File: src/mem_defines.svh
// **************************************************************************
// main memory size and timing macros
// **************************************************************************

`ifndef MEM_DEFINES_SVH
`define MEM_DEFINES_SVH

// one stored word
`define MEM_WORD_W          32

// a cache line is four words
`define MEM_WORDS_PER_LINE  4
`define MEM_LINE_W          128

// lines held in the on-chip store
`define MEM_LINES           256

// byte address from the cache
// low 4 bits select a byte inside the line and are ignored
`define MEM_ADDR_W          12

// modeled response time of the memory in clock cycles
`define MEM_ACCESS_CYCLES   4

`endif

File: src/mem_access_timer.sv
// **************************************************************************
// memory access latency timer
// **************************************************************************

`timescale 1ns/1ps

`include "mem_defines.svh"

module mem_access_timer (
    input  logic clk,
    input  logic rst,
    input  logic i_start,
    output logic o_done
);

    // wide enough to hold the full delay
    localparam int CNT_W = $clog2(`MEM_ACCESS_CYCLES + 1);

    logic [CNT_W-1:0] count_q;

    // zero means idle
    always_ff @(posedge clk) begin
        if (rst) begin
            count_q <= '0;
        end else if (i_start) begin
            count_q <= CNT_W'(`MEM_ACCESS_CYCLES);
        end else if (count_q != '0) begin
            count_q <= count_q - 1'b1;
        end
    end

    // last cycle of the delay
    // count drops to idle right after
    assign o_done = (count_q == CNT_W'(1));

endmodule : mem_access_timer

File: config.mk
export PLATFORM = sky130hd
export DESIGN_NAME = mem_access_timer
export DESIGN_NICKNAME = d
export VERILOG_FILES = /design/src/mem_access_timer.sv
export VERILOG_INCLUDE_DIRS = /design/src
export SDC_FILE = /design/constraint.sdc
export NUM_CORES = 1
export LEC_CHECK = 0
export BUFFER_PORTS_ARGS = -buffer_cell sky130_fd_sc_hd__buf_2
export CAP_MARGIN = 20
export CORE_AREA = 2 2 39 41
export DETAILED_ROUTE_END_ITERATION = 10
export DIE_AREA = 0 0 41 43
export PLACE_DENSITY = 0.3
export SYNTH_ARGS = -nofsm -noshare
export SYNTH_HDL_FRONTEND = slang
export SYNTH_SLANG_ARGS = --single-unit
File: constraint.sdc
create_clock -name clk -period 1.45 [get_ports clk]
set_clock_uncertainty 0.05 [all_clocks]
set_input_delay 0.2175 -clock clk [delete_from_list [all_inputs] [get_ports clk]]
set_output_delay 0.2175 -clock clk [all_outputs]
set_load 0.02 [all_outputs]
==> impl_metrics.yaml <==
cells_and_area:
  layout.nets: 32
  final_cell_mix: "nor2_1, ha_1, clkbuf_4, dfxtp_1, buf_2"
  top_register: "count_q"
  final_area_um2: 241
  diodes: 0
  largest_reg_flops: 3
  area_growth_pct: 34.0
  drive_gt1_share_pct: 32.0
  reg_top3: "count_q (3)"
sta:
  grt_setup_unrepaired: "no"
  min_period_ps: 1340
  finalSetupViolCount: 0
  fmax_ghz: 0.746
  slew_headroom_pct: 81.6
  period_share_pct: 92.4
  worstMarginPinSlew_ps: 274
  layout_setup_ws_ps: 110
  hold_slack_ps: 140
  slew_violations: 0
  hold_viol: 0
  fin_tns_setup_ps: 0
clock_network:
  cts_setup_buffers: 0
  clock_tree.buffer_depth: 2
  cts-resized-gates: 0
  clock_sinks: 3
  root_buffer: "clkbuf_4"
  clk_pin_slew_ps: 40
  cts_made_buffers: 3
  cts_tree: "yes"
  hold_buffers: 0
  clk_latency_ps: 230
  htree_levels: 1
global_routing:
  grt_use_total_pct: 4.91
  grt_pass1_wl_um: 510
  grt_start_max_net_pins: 5
  grt_pass1_vias: 135
  antenna_found_initial: 0
  grt_remaining_overflow: 0
hold_path:
  holdPathStages: 2
  hp-start: "rst"
  hold_path.class: "in -> reg"
floorplan:
  coreArea_um2: 1380
  io_pins: 4
  rows: 14
  dieHeight_um: 43
  fp.dieArea_um2: 1760
  dieWidth_um: 41
  initial_utilization_pct: 13.0
worst_setup_path:
  path_cells: "inv_1 > ha_1 > and2b_1 > buf_2"
  crit_path_end_kind: "output port"
  startpoint_type: "flop"
  slowest_stage: "dfxtp_1"
  reg2reg_depth: 5
  cpPeakStageDelay_ps: 310
  arrival_ps: 1070
  worstSetupPathType: "reg -> out"
  worst_r2r_startpoint: "count_q[0]"
  cp_data_required_time_ps: 1180
  crit_fanout: 3
  crit_start: "count_q[1]"
place:
  port_buffers: 3
  dp_slack_ps: 177
  dpl_cell_area_um2: 215
  gp_congestion: 0.606
power:
  seqPwrFrac_pct: 31.5
  cellInternalPower_mw: 0.226
  pwr-share-comb_pct: 21.8
  ir_worst_vdd_mv: 0.531
  power_switching_mw: 0.0822
  power_mw: 0.308
  pwr-share-clk_pct: 46.7
  power_density_nw_per_um2: 1280
  power_leakage_nw: 0.104
  sw_frac_of_total_pct: 26.7
status:
  status: "complete, no violations"
route:
  routed_wl_um: 311
  vias_per_cell: 3.39
  via_count: 139
  drtIter0Drc: 1
  drc_errors: 0
  routedWlPerCell_um: 7.59
  antenna_left: 0
  first_pass_iters: 2
synth:
  yosysWarnings: 0
  syn_area_per_cell_um2: 10.0
  syn-num-nets: 24
  synthCells: 18
  mappedNetlistArea_um2: 180
  synth_seq_cells: 3
  synth_cell_types: 11
  ys_seq_area_share_pct: 33.3
job:
  max_cap_violations: 0
worst max-delay path, delay by kind of cell, from the launching register on:
kind	cells	cell delay, ps
DFF	1	310
buffers and inverters	2	220
adders and majority gates	1	170
and+or+nand+nor	1	140
Yosys cell counts, drive strengths merged:
cell     n  area, um2
dfxtp    3       60.1
inv      2       7.51
nor3     1       5.00
ha       3       37.5
a2111oi  1       15.0
nor2     3       11.3
nor2b    1       6.26
a211oi   1       7.51
and2b    1       7.51
xnor2    1       8.76
nand2b   1       13.8
final cells by class:
| class | instances | area (um2) |
|---|---|---|
| tap | 16 | 20.0 |
| inverter | 2 | 7.51 |
| sequential | 3 | 60.1 |
| timing repair buffer | 3 | 15.0 |
| fill | 155 | 1140 |
| clock buffer | 4 | 26.3 |
| multi-input combinational | 13 | 113 |
power by group through the flow:
stage / Sequential [mW] / Clock [mW] / Combinational (mW)
2_1_floorplan: 0.0971 / 0 / 0.0537
5_1_grt: 0.0982 / 0.163 / 0.0743
3_5_place_dp: 0.0987 / 0 / 0.0682
3_3_place_gp: 0.0984 / 0 / 0.0672
4_1_cts: 0.0974 / 0.151 / 0.0686
6_report: 0.0972 / 0.144 / 0.0672
metal layers:
layer	global-route usage (%)	up-vias	share of wire (%)
met2	5.63	4	42
met5	0	-	0
met3	4.71	0	10
met1	5.13	62	48
met4	4.00	0	0
li1	-	73	-
cell families (layout without fill, tap and decap cells):
kind of cell             Yosys count  after routing  share of synthesized area [%]
AND/OR/NAND/NOR                    7              7                           24.3
XOR/XNOR                           1              1                           4.86
flip-flops                         3              3                           33.3
adder cells (fa/ha/maj)            3              3                           20.8
buffers and inverters              2              9                           4.17
AO/OA/AOI/OAI                      2              2                           12.5
per-stage QoR:
step	std cells	util, %
5_1_grt	41	17.5
3_5_place_dp	37	15.6
6_report	41	17.5
2_1_floorplan	18	-
3_3_place_gp	37	15.6
4_1_cts	41	17.5
path summary, 6_finish.rpt:
path | to | slack, ps
worst max-delay path | o_done | 110
worst min-delay path | count_q[1] | 140
worst max register to register | count_q[1] | 180
worst min register to register | count_q[1] | 480
No activity file was read; power rests on OpenSTA's default activity.
