**src/mem_defines.svh**
```systemverilog
// **************************************************************************
// main memory size and timing macros
// **************************************************************************

`ifndef MEM_DEFINES_SVH
`define MEM_DEFINES_SVH

// one stored word
`define MEM_WORD_W          32

// a cache line is four words
`define MEM_WORDS_PER_LINE  4
`define MEM_LINE_W          128

// lines held in the on-chip store
`define MEM_LINES           256

// byte address from the cache
// low 4 bits select a byte inside the line and are ignored
`define MEM_ADDR_W          12

// modeled response time of the memory in clock cycles
`define MEM_ACCESS_CYCLES   4

`endif

```
**src/mem_pkg.sv**
```systemverilog
// **************************************************************************
// main memory shared types
// **************************************************************************

`include "mem_defines.svh"

package mem_pkg;

    // full cache line as seen on the data ports
    typedef logic [`MEM_LINE_W-1:0] mem_line_t;

    // byte address from the cache
    typedef logic [`MEM_ADDR_W-1:0] mem_addr_t;

    // line number inside the store
    // taken from the upper address bits
    typedef logic [$clog2(`MEM_LINES)-1:0] mem_line_idx_t;

    // request sequencer states
    typedef enum logic [1:0] {
        ST_IDLE,
        ST_ACCESS,
        ST_ACK
    } mem_state_e;

    // operation latched at request time
    typedef enum logic {
        OP_READ,
        OP_WRITE
    } mem_op_e;

endpackage : mem_pkg

```
**src/mem_cmd_fsm.sv**
```systemverilog
// **************************************************************************
// main memory request sequencer
// **************************************************************************

`timescale 1ns/1ps

`include "mem_defines.svh"

module mem_cmd_fsm (
    input  logic                    clk,
    input  logic                    rst,

    // cache request
    input  logic                    i_req,
    input  logic                    i_w_en,
    input  mem_pkg::mem_addr_t      i_addr,

    // latency timer
    input  logic                    i_timer_done,
    output logic                    o_timer_start,

    // line store control
    output logic                    o_wr_stb,
    output logic                    o_rd_stb,
    output mem_pkg::mem_line_idx_t  o_line_idx,

    // cache response
    output logic                    o_ack
);

    mem_pkg::mem_state_e    state_q;
    mem_pkg::mem_op_e       op_q;
    mem_pkg::mem_line_idx_t line_idx_q;
    logic                   accept;

    // new request only from idle
    // req is still high in the ack cycle so that cycle is masked
    assign accept = (state_q == mem_pkg::ST_IDLE) && i_req && !o_ack;

    always_ff @(posedge clk) begin
        if (rst) begin
            state_q       <= mem_pkg::ST_IDLE;
            op_q          <= mem_pkg::OP_READ;
            o_timer_start <= 1'b0;
            o_ack         <= 1'b0;
        end else begin
            // single cycle pulses by default
            o_timer_start <= 1'b0;
            o_ack         <= 1'b0;
            case (state_q)
                mem_pkg::ST_IDLE: begin
                    if (accept) begin
                        if (i_w_en) begin
                            op_q <= mem_pkg::OP_WRITE;
                        end else begin
                            op_q <= mem_pkg::OP_READ;
                        end
                        o_timer_start <= 1'b1;
                        state_q       <= mem_pkg::ST_ACCESS;
                    end
                end
                mem_pkg::ST_ACCESS: begin
                    // store is strobed in this cycle
                    if (i_timer_done) begin
                        state_q <= mem_pkg::ST_ACK;
                    end
                end
                mem_pkg::ST_ACK: begin
                    o_ack   <= 1'b1;
                    state_q <= mem_pkg::ST_IDLE;
                end
                default: begin
                    state_q <= mem_pkg::ST_IDLE;
                end
            endcase
        end
    end

    // line number from the upper address bits
    always_ff @(posedge clk) begin
        if (accept) begin
            line_idx_q <= i_addr[`MEM_ADDR_W-1 -: $bits(mem_pkg::mem_line_idx_t)];
        end
    end

    // one strobe when the delay is over
    assign o_wr_stb = (state_q == mem_pkg::ST_ACCESS) && i_timer_done &&
                      (op_q == mem_pkg::OP_WRITE);
    assign o_rd_stb = (state_q == mem_pkg::ST_ACCESS) && i_timer_done &&
                      (op_q == mem_pkg::OP_READ);

    assign o_line_idx = line_idx_q;

endmodule : mem_cmd_fsm

```
**config.mk**
```make
export PLATFORM = sky130hd
export DESIGN_NAME = mem_cmd_fsm
export DESIGN_NICKNAME = d
export VERILOG_FILES = /design/src/mem_pkg.sv /design/src/mem_cmd_fsm.sv
export VERILOG_INCLUDE_DIRS = /design/src
export SDC_FILE = /design/constraint.sdc
export NUM_CORES = 1
export LEC_CHECK = 0
export BUFFER_PORTS_ARGS = -buffer_cell sky130_fd_sc_hd__buf_4
export CAP_MARGIN = 20
export CORE_AREA = 2 2 39 41
export DETAILED_ROUTE_END_ITERATION = 12
export DIE_AREA = 0 0 41 43
export MAX_ROUTING_LAYER = met4
export PLACE_DENSITY = 0.74
export SLEW_MARGIN = 20
export SYNTH_ARGS = -nofsm -noshare
export SYNTH_HDL_FRONTEND = slang
export SYNTH_SLANG_ARGS = --single-unit
```
**constraint.sdc**
```tcl
create_clock -name clk -period 1.7 [get_ports clk]
set_clock_uncertainty 0.05 [all_clocks]
set_input_delay 0.085 -clock clk [delete_from_list [all_inputs] [get_ports clk]]
set_output_delay 0.085 -clock clk [all_outputs]
set_load 0.02 [all_outputs]
```
==> metrics.log, run 1 <==
INFO  metric outcome = complete, no violations
INFO  metric min_period = 1.38 ns
INFO  metric worst_setup_hold_path_clk_slew = 0.07 ns
INFO  metric worst-slew-pin-transition = 0.117 ns
INFO  metric final_min_period_over_clock_period = 81.2%
INFO  metric final_net_count = 82
INFO  metric synthCells = 27
INFO  metric setup.reg_to_reg.worst_slack = 0.32 ns
INFO  metric worst_ir_drop_vdd = 0.000441 V
INFO  metric cap_viol_max_count = 0
INFO  metric detail_route.wirelength = 805 um
INFO  metric num_io_pins = 29
INFO  metric setup-tns-final = 0 ns
INFO  metric synthFlopType = edfxtp_1
INFO  metric power_leakage = 0.323 nW
INFO  metric tritoncts_clock_tree = done
INFO  metric synth_enable_flop_cells = 8
INFO  metric cpLargestDelayFamily = simple AND/OR/NAND/NOR gates
INFO  metric hpwl = 591 um
INFO  metric grt_max_degree = 10
INFO  metric first_pass_iters = 2
INFO  metric worst_ep_arrival_time = 1.30 ns
INFO  metric netlist_area = 429 um^2
INFO  metric timing.final.max_slew_violations = 0
INFO  metric end_kind = flip-flop
INFO  metric yosysSeqAreaShare = 79.3%
INFO  metric die_area = 1760 um^2
INFO  metric cts_inserted_buffers = 3
INFO  metric pre_cts_ws = 0.329 ns
INFO  metric cells_traversed_along_the_worst_timing_path = or4b_4 > clkinv_2
INFO  metric route.antenna.remaining_nets = 0
INFO  metric globalRouteOverflowTotal = 0
INFO  metric floorplan.initialDensity = 31.0%
INFO  metric synth_area_per_cell = 15.9 um^2
INFO  metric clock-root-buffer = clkbuf_4
INFO  metric route.detailed.vias_per_inst = 4.05
INFO  metric post_synth_num_cell_types = 12
INFO  metric first_global_vias = 313
INFO  metric hold_viol = 0
INFO  metric drt-wirelength-per-cell = 10.1 um
INFO  metric r2r.worst_path.cells = 2
INFO  metric die-height = 43 um
INFO  metric place.gp.congestion = 0.667
INFO  metric post-cts-setup-buffers = 0
INFO  metric reg2reg_from = state_q[1]
INFO  metric std_cell_rows = 14
INFO  metric endpoints_failing_setup = 0
INFO  metric yosysWarningCount = 0
INFO  metric worstSetupStartpoint = state_q[1]
INFO  metric grt_pass1_wl = 1160 um
INFO  metric worst_setup_start_kind = flip-flop
INFO  metric clock_sink_count = 13
INFO  metric grt.total_usage = 10.4%
INFO  metric syn_to_final_growth = 73.8%
INFO  metric critical_path.n_buffers_inverters = 1
INFO  metric fin_util = 53.9%
INFO  metric final.setup.worst_slack = 0.319 ns
INFO  metric critical_setup_path_class = flip-flop to flip-flop
INFO  metric share_of_layout_cells_above_drive_strength_1 = 46.9%
INFO  metric synth_top_area_share = 56.0%
INFO  metric critical-path-max-stage-delay = 0.56 ns
INFO  metric synth_area_leaders = edfxtp_1 (56%), dfxtp_1 (23%), nor2_1 (3.5%)
INFO  metric cp_max_fo = 9
INFO  metric antenna_cells = 0
INFO  metric netlist_top_cells_count = edfxtp_1 (8), dfxtp_1 (5), nor2_1 (4)
INFO  metric ys_seq_elements = 13
INFO  metric insertion_delay_to_the_later_sink_of_the_worst_skew_pair = 0.26 ns
INFO  metric yosysTopAreaCell = edfxtp_1
INFO  metric crit_path_end = o_line_idx[2]
INFO  metric power_per_cell_area = 872 nW/um^2
INFO  metric relSlewSlack = 92.0%
INFO  metric antenna_found_initial = 0
INFO  metric io_buffer_count = 24
INFO  metric design.core.area = 1380 um^2
INFO  metric detailed_route_via_count = 324
INFO  metric clock_tree.htree_level_count = 1
INFO  metric critical-path-slowest-cell = or4b_4
INFO  metric rsz0062_at_grt = false
INFO  metric post-synth-top-count-cell = edfxtp_1
INFO  metric holdCritPathClass = input pin to flip-flop
INFO  metric design_power_total = 0.650 mW
INFO  metric detailedRoute.firstIterationViolations = 1
INFO  metric maxClockFrequency = 724 MHz
INFO  metric die_w = 41 um
INFO  metric ctsLongestPathBuffers = 2
INFO  metric synthArstFlopShare = 0%
INFO  metric place.detailed.instances = 67
INFO  metric worst_ep_required_time = 1.62 ns
INFO  metric worst_r2r_endpoint = o_line_idx[2]
INFO  metric mappedNetlistNets = 44
INFO  metric detail_route.drc_violations = 0
INFO  metric final_cells = 80
INFO  metric critical_path_cell_count = 2
[layout by cell type, fill, tap and decap left out]
master | Yosys | layout
buf_4 | 0 | 24
dlygate4sd3_1 | 0 | 9
edfxtp_1 | 8 | 8
dfxtp_1 | 5 | 5
nor2_1 | 4 | 4
clkbuf_4 | 0 | 3
nand2b_1 | 2 | 2
nand3b_1 | 1 | 1
or4b_4 | 1 | 1
clkinv_2 | 1 | 1
inv_1 | 1 | 1
or3b_2 | 1 | 1
a21oi_1 | 1 | 1
nor3b_1 | 1 | 1
mux2i_1 | 1 | 1
clkbuf_1 | 0 | 1
[stage by stage]
stage	area [um^2]	hold WS [ns]
6_report	746	0.0419
5_1_grt	746	0.0435
4_1_cts	746	0.0342
3_5_place_dp	629	0.215
3_3_place_gp	629	0.213
2_1_floorplan	429	0.104
[layer usage]
metal / global-route usage, % / share of wire (%) / vias up / routed length [um]
met5: - / 0 / - / 0
met4: 8.00 / 0 / 0 / 0
met3: 3.14 / 13 / 0 / 101
met2: 17.2 / 46 / 20 / 367
met1: 8.90 / 42 / 137 / 335
li1: - / - / 167 / -
[registers in the layout, indices dropped and copies added, names as in the netlist]
| name | cells |
|---|---|
| op_q | 1 |
| o_line_idx | 8 |
| o_timer_start | 1 |
| state_q | 2 |
| o_ack | 1 |
[cell type report]
class | instances | area [um^2]
Clock buffer | 4 | 26.3
Fill cell | 118 | 638
Inverter | 2 | 8.76
Multi-Input combinational cell | 12 | 80.1
Sequential cell | 13 | 340
Tap cell | 16 | 20.0
Timing Repair Buffer | 33 | 270
[how the worst min path moves through the flow]
stage                      start            end  slack [ns]  cells after the start
floorplan                    rst     state_q[0]        0.10                      1
global placement       i_addr[7]  o_line_idx[3]        0.21                      1
detailed placement     i_addr[6]  o_line_idx[2]        0.21                      1
CTS                 i_timer_done     state_q[0]        0.03                      3
global route        i_timer_done     state_q[0]        0.04                      3
finish              i_timer_done     state_q[0]        0.04                      3
[power by group]
| group | leakage, nW | switching, mW | internal, mW |
|---|---|---|---|
| Clock | 0.0150 | 0.0877 | 0.0906 |
| Combinational | 0.190 | 0.0475 | 0.0597 |
| Sequential | 0.118 | 0.00728 | 0.357 |
| Total | 0.323 | 0.143 | 0.508 |
[worst reg2reg max path, delay by kind of cell (launching register included)]
family	cells	cell delay, ns
buf+inv	1	0.15
flops	1	0.33
simple gates	1	0.56
[logic make-up (layout without fill, tap and decap cells)]
family,count (synthesis),in the layout,synth area share (%)
AND/OR/NAND/NOR,10,10,15.2
multiplexers,1,1,2.33
buffers and inverters,2,39,2.04
flip-flops,13,13,79.3
AO/OA/AOI/OAI,1,1,1.17
[repair_timing]
action | in CTS | in global routing
resized for setup | 0 | 0
hold buffers | 9 | 0
hold endpoints to repair | 12 | 0
Note: power is estimated with default switching activity, not from simulation.
==> run 2: changes to the inputs <==
==> constraint.sdc (replaced) <==
create_clock -name clk -period 1.4 [get_ports clk]
set_clock_uncertainty 0.05 [all_clocks]
set_input_delay 0.07 -clock clk [delete_from_list [all_inputs] [get_ports clk]]
set_output_delay 0.07 -clock clk [all_outputs]
set_load 0.02 [all_outputs]
==> metrics.log, run 2 (synthesis gave the netlist of run 1 again) <==
INFO  metric globalRouteOverflowTotal = 0 (unchanged)
INFO  metric p_sw_share = 22.6% (was 21.9%)
INFO  metric detail_route.drc_violations = 0 (unchanged)
INFO  metric outcome = complete, no violations (unchanged)
INFO  metric die_w = 41 um (unchanged)
INFO  metric detail_route.wirelength = 842 um (was 805 um)
INFO  metric postLayoutCellArea = 749 um^2 (was 746 um^2)
INFO  metric power.combinational.fraction = 16.6% (was 16.5%)
INFO  metric die_area = 1760 um^2 (unchanged)
INFO  metric mostFrequentLayoutCells = buf_4 (24), dlygate4sd3_1 (9), edfxtp_1 (8) (unchanged)
INFO  metric die-height = 43 um (unchanged)
INFO  metric worst_setup_start_kind = flip-flop (unchanged)
INFO  metric holdCritPathClass = input pin to flip-flop (unchanged)
INFO  metric clock_power_share = 27.8% (was 27.4%)
INFO  metric worst_ep_required_time = 1.34 ns (was 1.62 ns)
INFO  metric syn_to_final_growth = 74.6% (was 73.8%)
INFO  metric post_dp_cell_area = 629 um^2 (unchanged)
INFO  metric clock-root-buffer = clkbuf_4 (unchanged)
INFO  metric route.antenna.remaining_nets = 0 (unchanged)
INFO  metric relSlewSlack = 92.3% (was 92.0%)
INFO  metric first_global_vias = 333 (was 313)
INFO  metric post-cts-setup-buffers = 0 (unchanged)
INFO  metric setup-tns-final = 0 ns (unchanged)
INFO  metric worst_ir_drop_vdd = 0.000383 V (was 0.000441 V)
INFO  metric cts_inserted_buffers = 3 (unchanged)
INFO  metric grt.total_usage = 11.4% (was 10.4%)
INFO  metric final_net_count = 82 (unchanged)
INFO  metric power_report.internal_total = 0.617 mW (was 0.508 mW)
INFO  metric critical-path-max-stage-delay = 0.58 ns (was 0.56 ns)
INFO  metric fin_util = 54.2% (was 53.9%)
INFO  metric design.core.area = 1380 um^2 (unchanged)
INFO  metric grt_pass1_wl = 1210 um (was 1160 um)
INFO  metric cap_viol_max_count = 0 (unchanged)
INFO  metric hold_viol = 0 (unchanged)
INFO  metric route.detailed.vias_per_inst = 4.29 (was 4.05)
INFO  metric clock_tree.htree_level_count = 1 (unchanged)
INFO  metric timing.final.max_slew_violations = 0 (unchanged)
INFO  metric worst-slew-pin-transition = 0.112 ns (was 0.117 ns)
INFO  metric rsz0062_at_grt = false (unchanged)
INFO  metric io_buffer_count = 24 (unchanged)
INFO  metric maxClockFrequency = 732 MHz (was 724 MHz)
INFO  metric power_leakage = 0.323 nW (about the same)
INFO  metric worst_ep_arrival_time = 1.30 ns (about the same)
INFO  metric endpoints_failing_setup = 0 (unchanged)
INFO  metric mostFrequentLayoutCell = buf_4 (unchanged)
INFO  metric critical_setup_path_class = flip-flop to flip-flop (unchanged)
INFO  metric cells_traversed_along_the_worst_timing_path = or4b_4 > inv_6 (was or4b_4 > clkinv_2)
INFO  metric antenna_found_initial = 0 (unchanged)
INFO  metric power_per_cell_area = 1060 nW/um^2 (was 872 nW/um^2)
INFO  metric place.gp.congestion = 0.667 (about the same)
INFO  metric drt-wirelength-per-cell = 10.5 um (was 10.1 um)
INFO  metric clock_sink_count = 13 (unchanged)
INFO  metric power.sequential.fraction = 55.6% (was 56.1%)
INFO  metric min_period = 1.37 ns (was 1.38 ns)
INFO  metric num_io_pins = 29 (unchanged)
INFO  metric floorplan.initialDensity = 31.0% (unchanged)
INFO  metric std_cell_rows = 14 (unchanged)
INFO  metric share_of_layout_cells_above_drive_strength_1 = 46.9% (unchanged)
INFO  metric tritoncts_clock_tree = done (unchanged)
INFO  metric ctsLongestPathBuffers = 2 (unchanged)
INFO  metric n_fill_cell = 120 (was 118)
INFO  metric antenna_cells = 0 (unchanged)
INFO  metric cp_max_fo = 9 (unchanged)
INFO  metric final_min_period_over_clock_period = 97.6% (was 81.2%)
INFO  metric critical-path-slowest-cell = or4b_4 (unchanged)
INFO  metric end_kind = flip-flop (unchanged)
INFO  metric detailed_route_via_count = 343 (was 324)
INFO  metric insertion_delay_to_the_later_sink_of_the_worst_skew_pair = 0.27 ns (was 0.26 ns)
INFO  metric power.net_switching = 0.180 mW (was 0.143 mW)
INFO  metric grt_max_degree = 10 (unchanged)
INFO  metric worst_setup_hold_path_clk_slew = 0.07 ns (about the same)
INFO  metric detailedRoute.firstIterationViolations = 6 (was 1)
INFO  metric largest_reg_flops = 8 (unchanged)
INFO  metric first_pass_iters = 4 (was 2)
## run 2: changes by cell type in the layout (fill, tap and decap cells not counted), sizes merged
cell and change:
clkinv -1, inv +1
## run 2: worst max-delay path: cells and delay by family, from the launching register on
kind / cells / cell delay [ns]
simple gates: 1 / 0.58
flops: 1 / 0.33
buf+inv: 1 / 0.12
## run 2: repair_timing
action / CTS / global route
hold endpoints to repair: 12 / 0
resized for setup: 0 / 2
hold buffers: 9 / 0
endpoints found under the setup margin: 0 / 8
## run 2: layout make-up
cell class                      count  area [um^2]  share of cell area [%]
Tap cell                           16         20.0                    2.67
Clock buffer                        4         26.3                    3.51
Timing Repair Buffer               33          270                    36.1
Sequential cell                    13          340                    45.4
Multi-Input combinational cell     12         80.1                    10.7
Inverter                            2         12.5                    1.67
## run 2: routing by layer
metal	routed length, um	track usage [%]	vias up
li1	-	-	168
met3	85	3.14	2
met1	332	8.90	155
met5	0	-	-
met4	7	12.0	0
met2	416	18.4	18
## run 2: path summary, 6_finish.rpt
check | end | depth (start not counted) | slack [ns] | from
max | o_line_idx[5] | 2 | 0.03 | state_q[1]
min | state_q[0] | 3 | 0.02 | i_timer_done
max reg2reg | o_line_idx[5] | 2 | 0.03 | state_q[1]
min reg2reg | o_ack | 1 | 0.43 | state_q[0]
## run 2: power by group through the flow
| stage | clock (mW) | sequential (mW) | combinational, mW |
|---|---|---|---|
| after CTS | 0.228 | 0.443 | 0.131 |
| after global placement | 0 | 0.451 | 0.109 |
| after global routing | 0.248 | 0.446 | 0.143 |
| final | 0.221 | 0.443 | 0.133 |
| after detailed placement | 0 | 0.452 | 0.111 |
| after floorplan | 0 | 0.475 | 0.0270 |
## run 2: per-stage QoR
stage	instances	worst slack [ns]	hold slack (ns)	total power, mW
2_1_floorplan	27	0.0535	0.0891	0.502
3_3_place_gp	67	0.0313	0.198	0.560
3_5_place_dp	67	0.0263	0.200	0.562
4_1_cts	80	0.0155	0.0135	0.802
5_1_grt	80	0.0169	0.0206	0.836
6_report	80	0.0339	0.0249	0.797
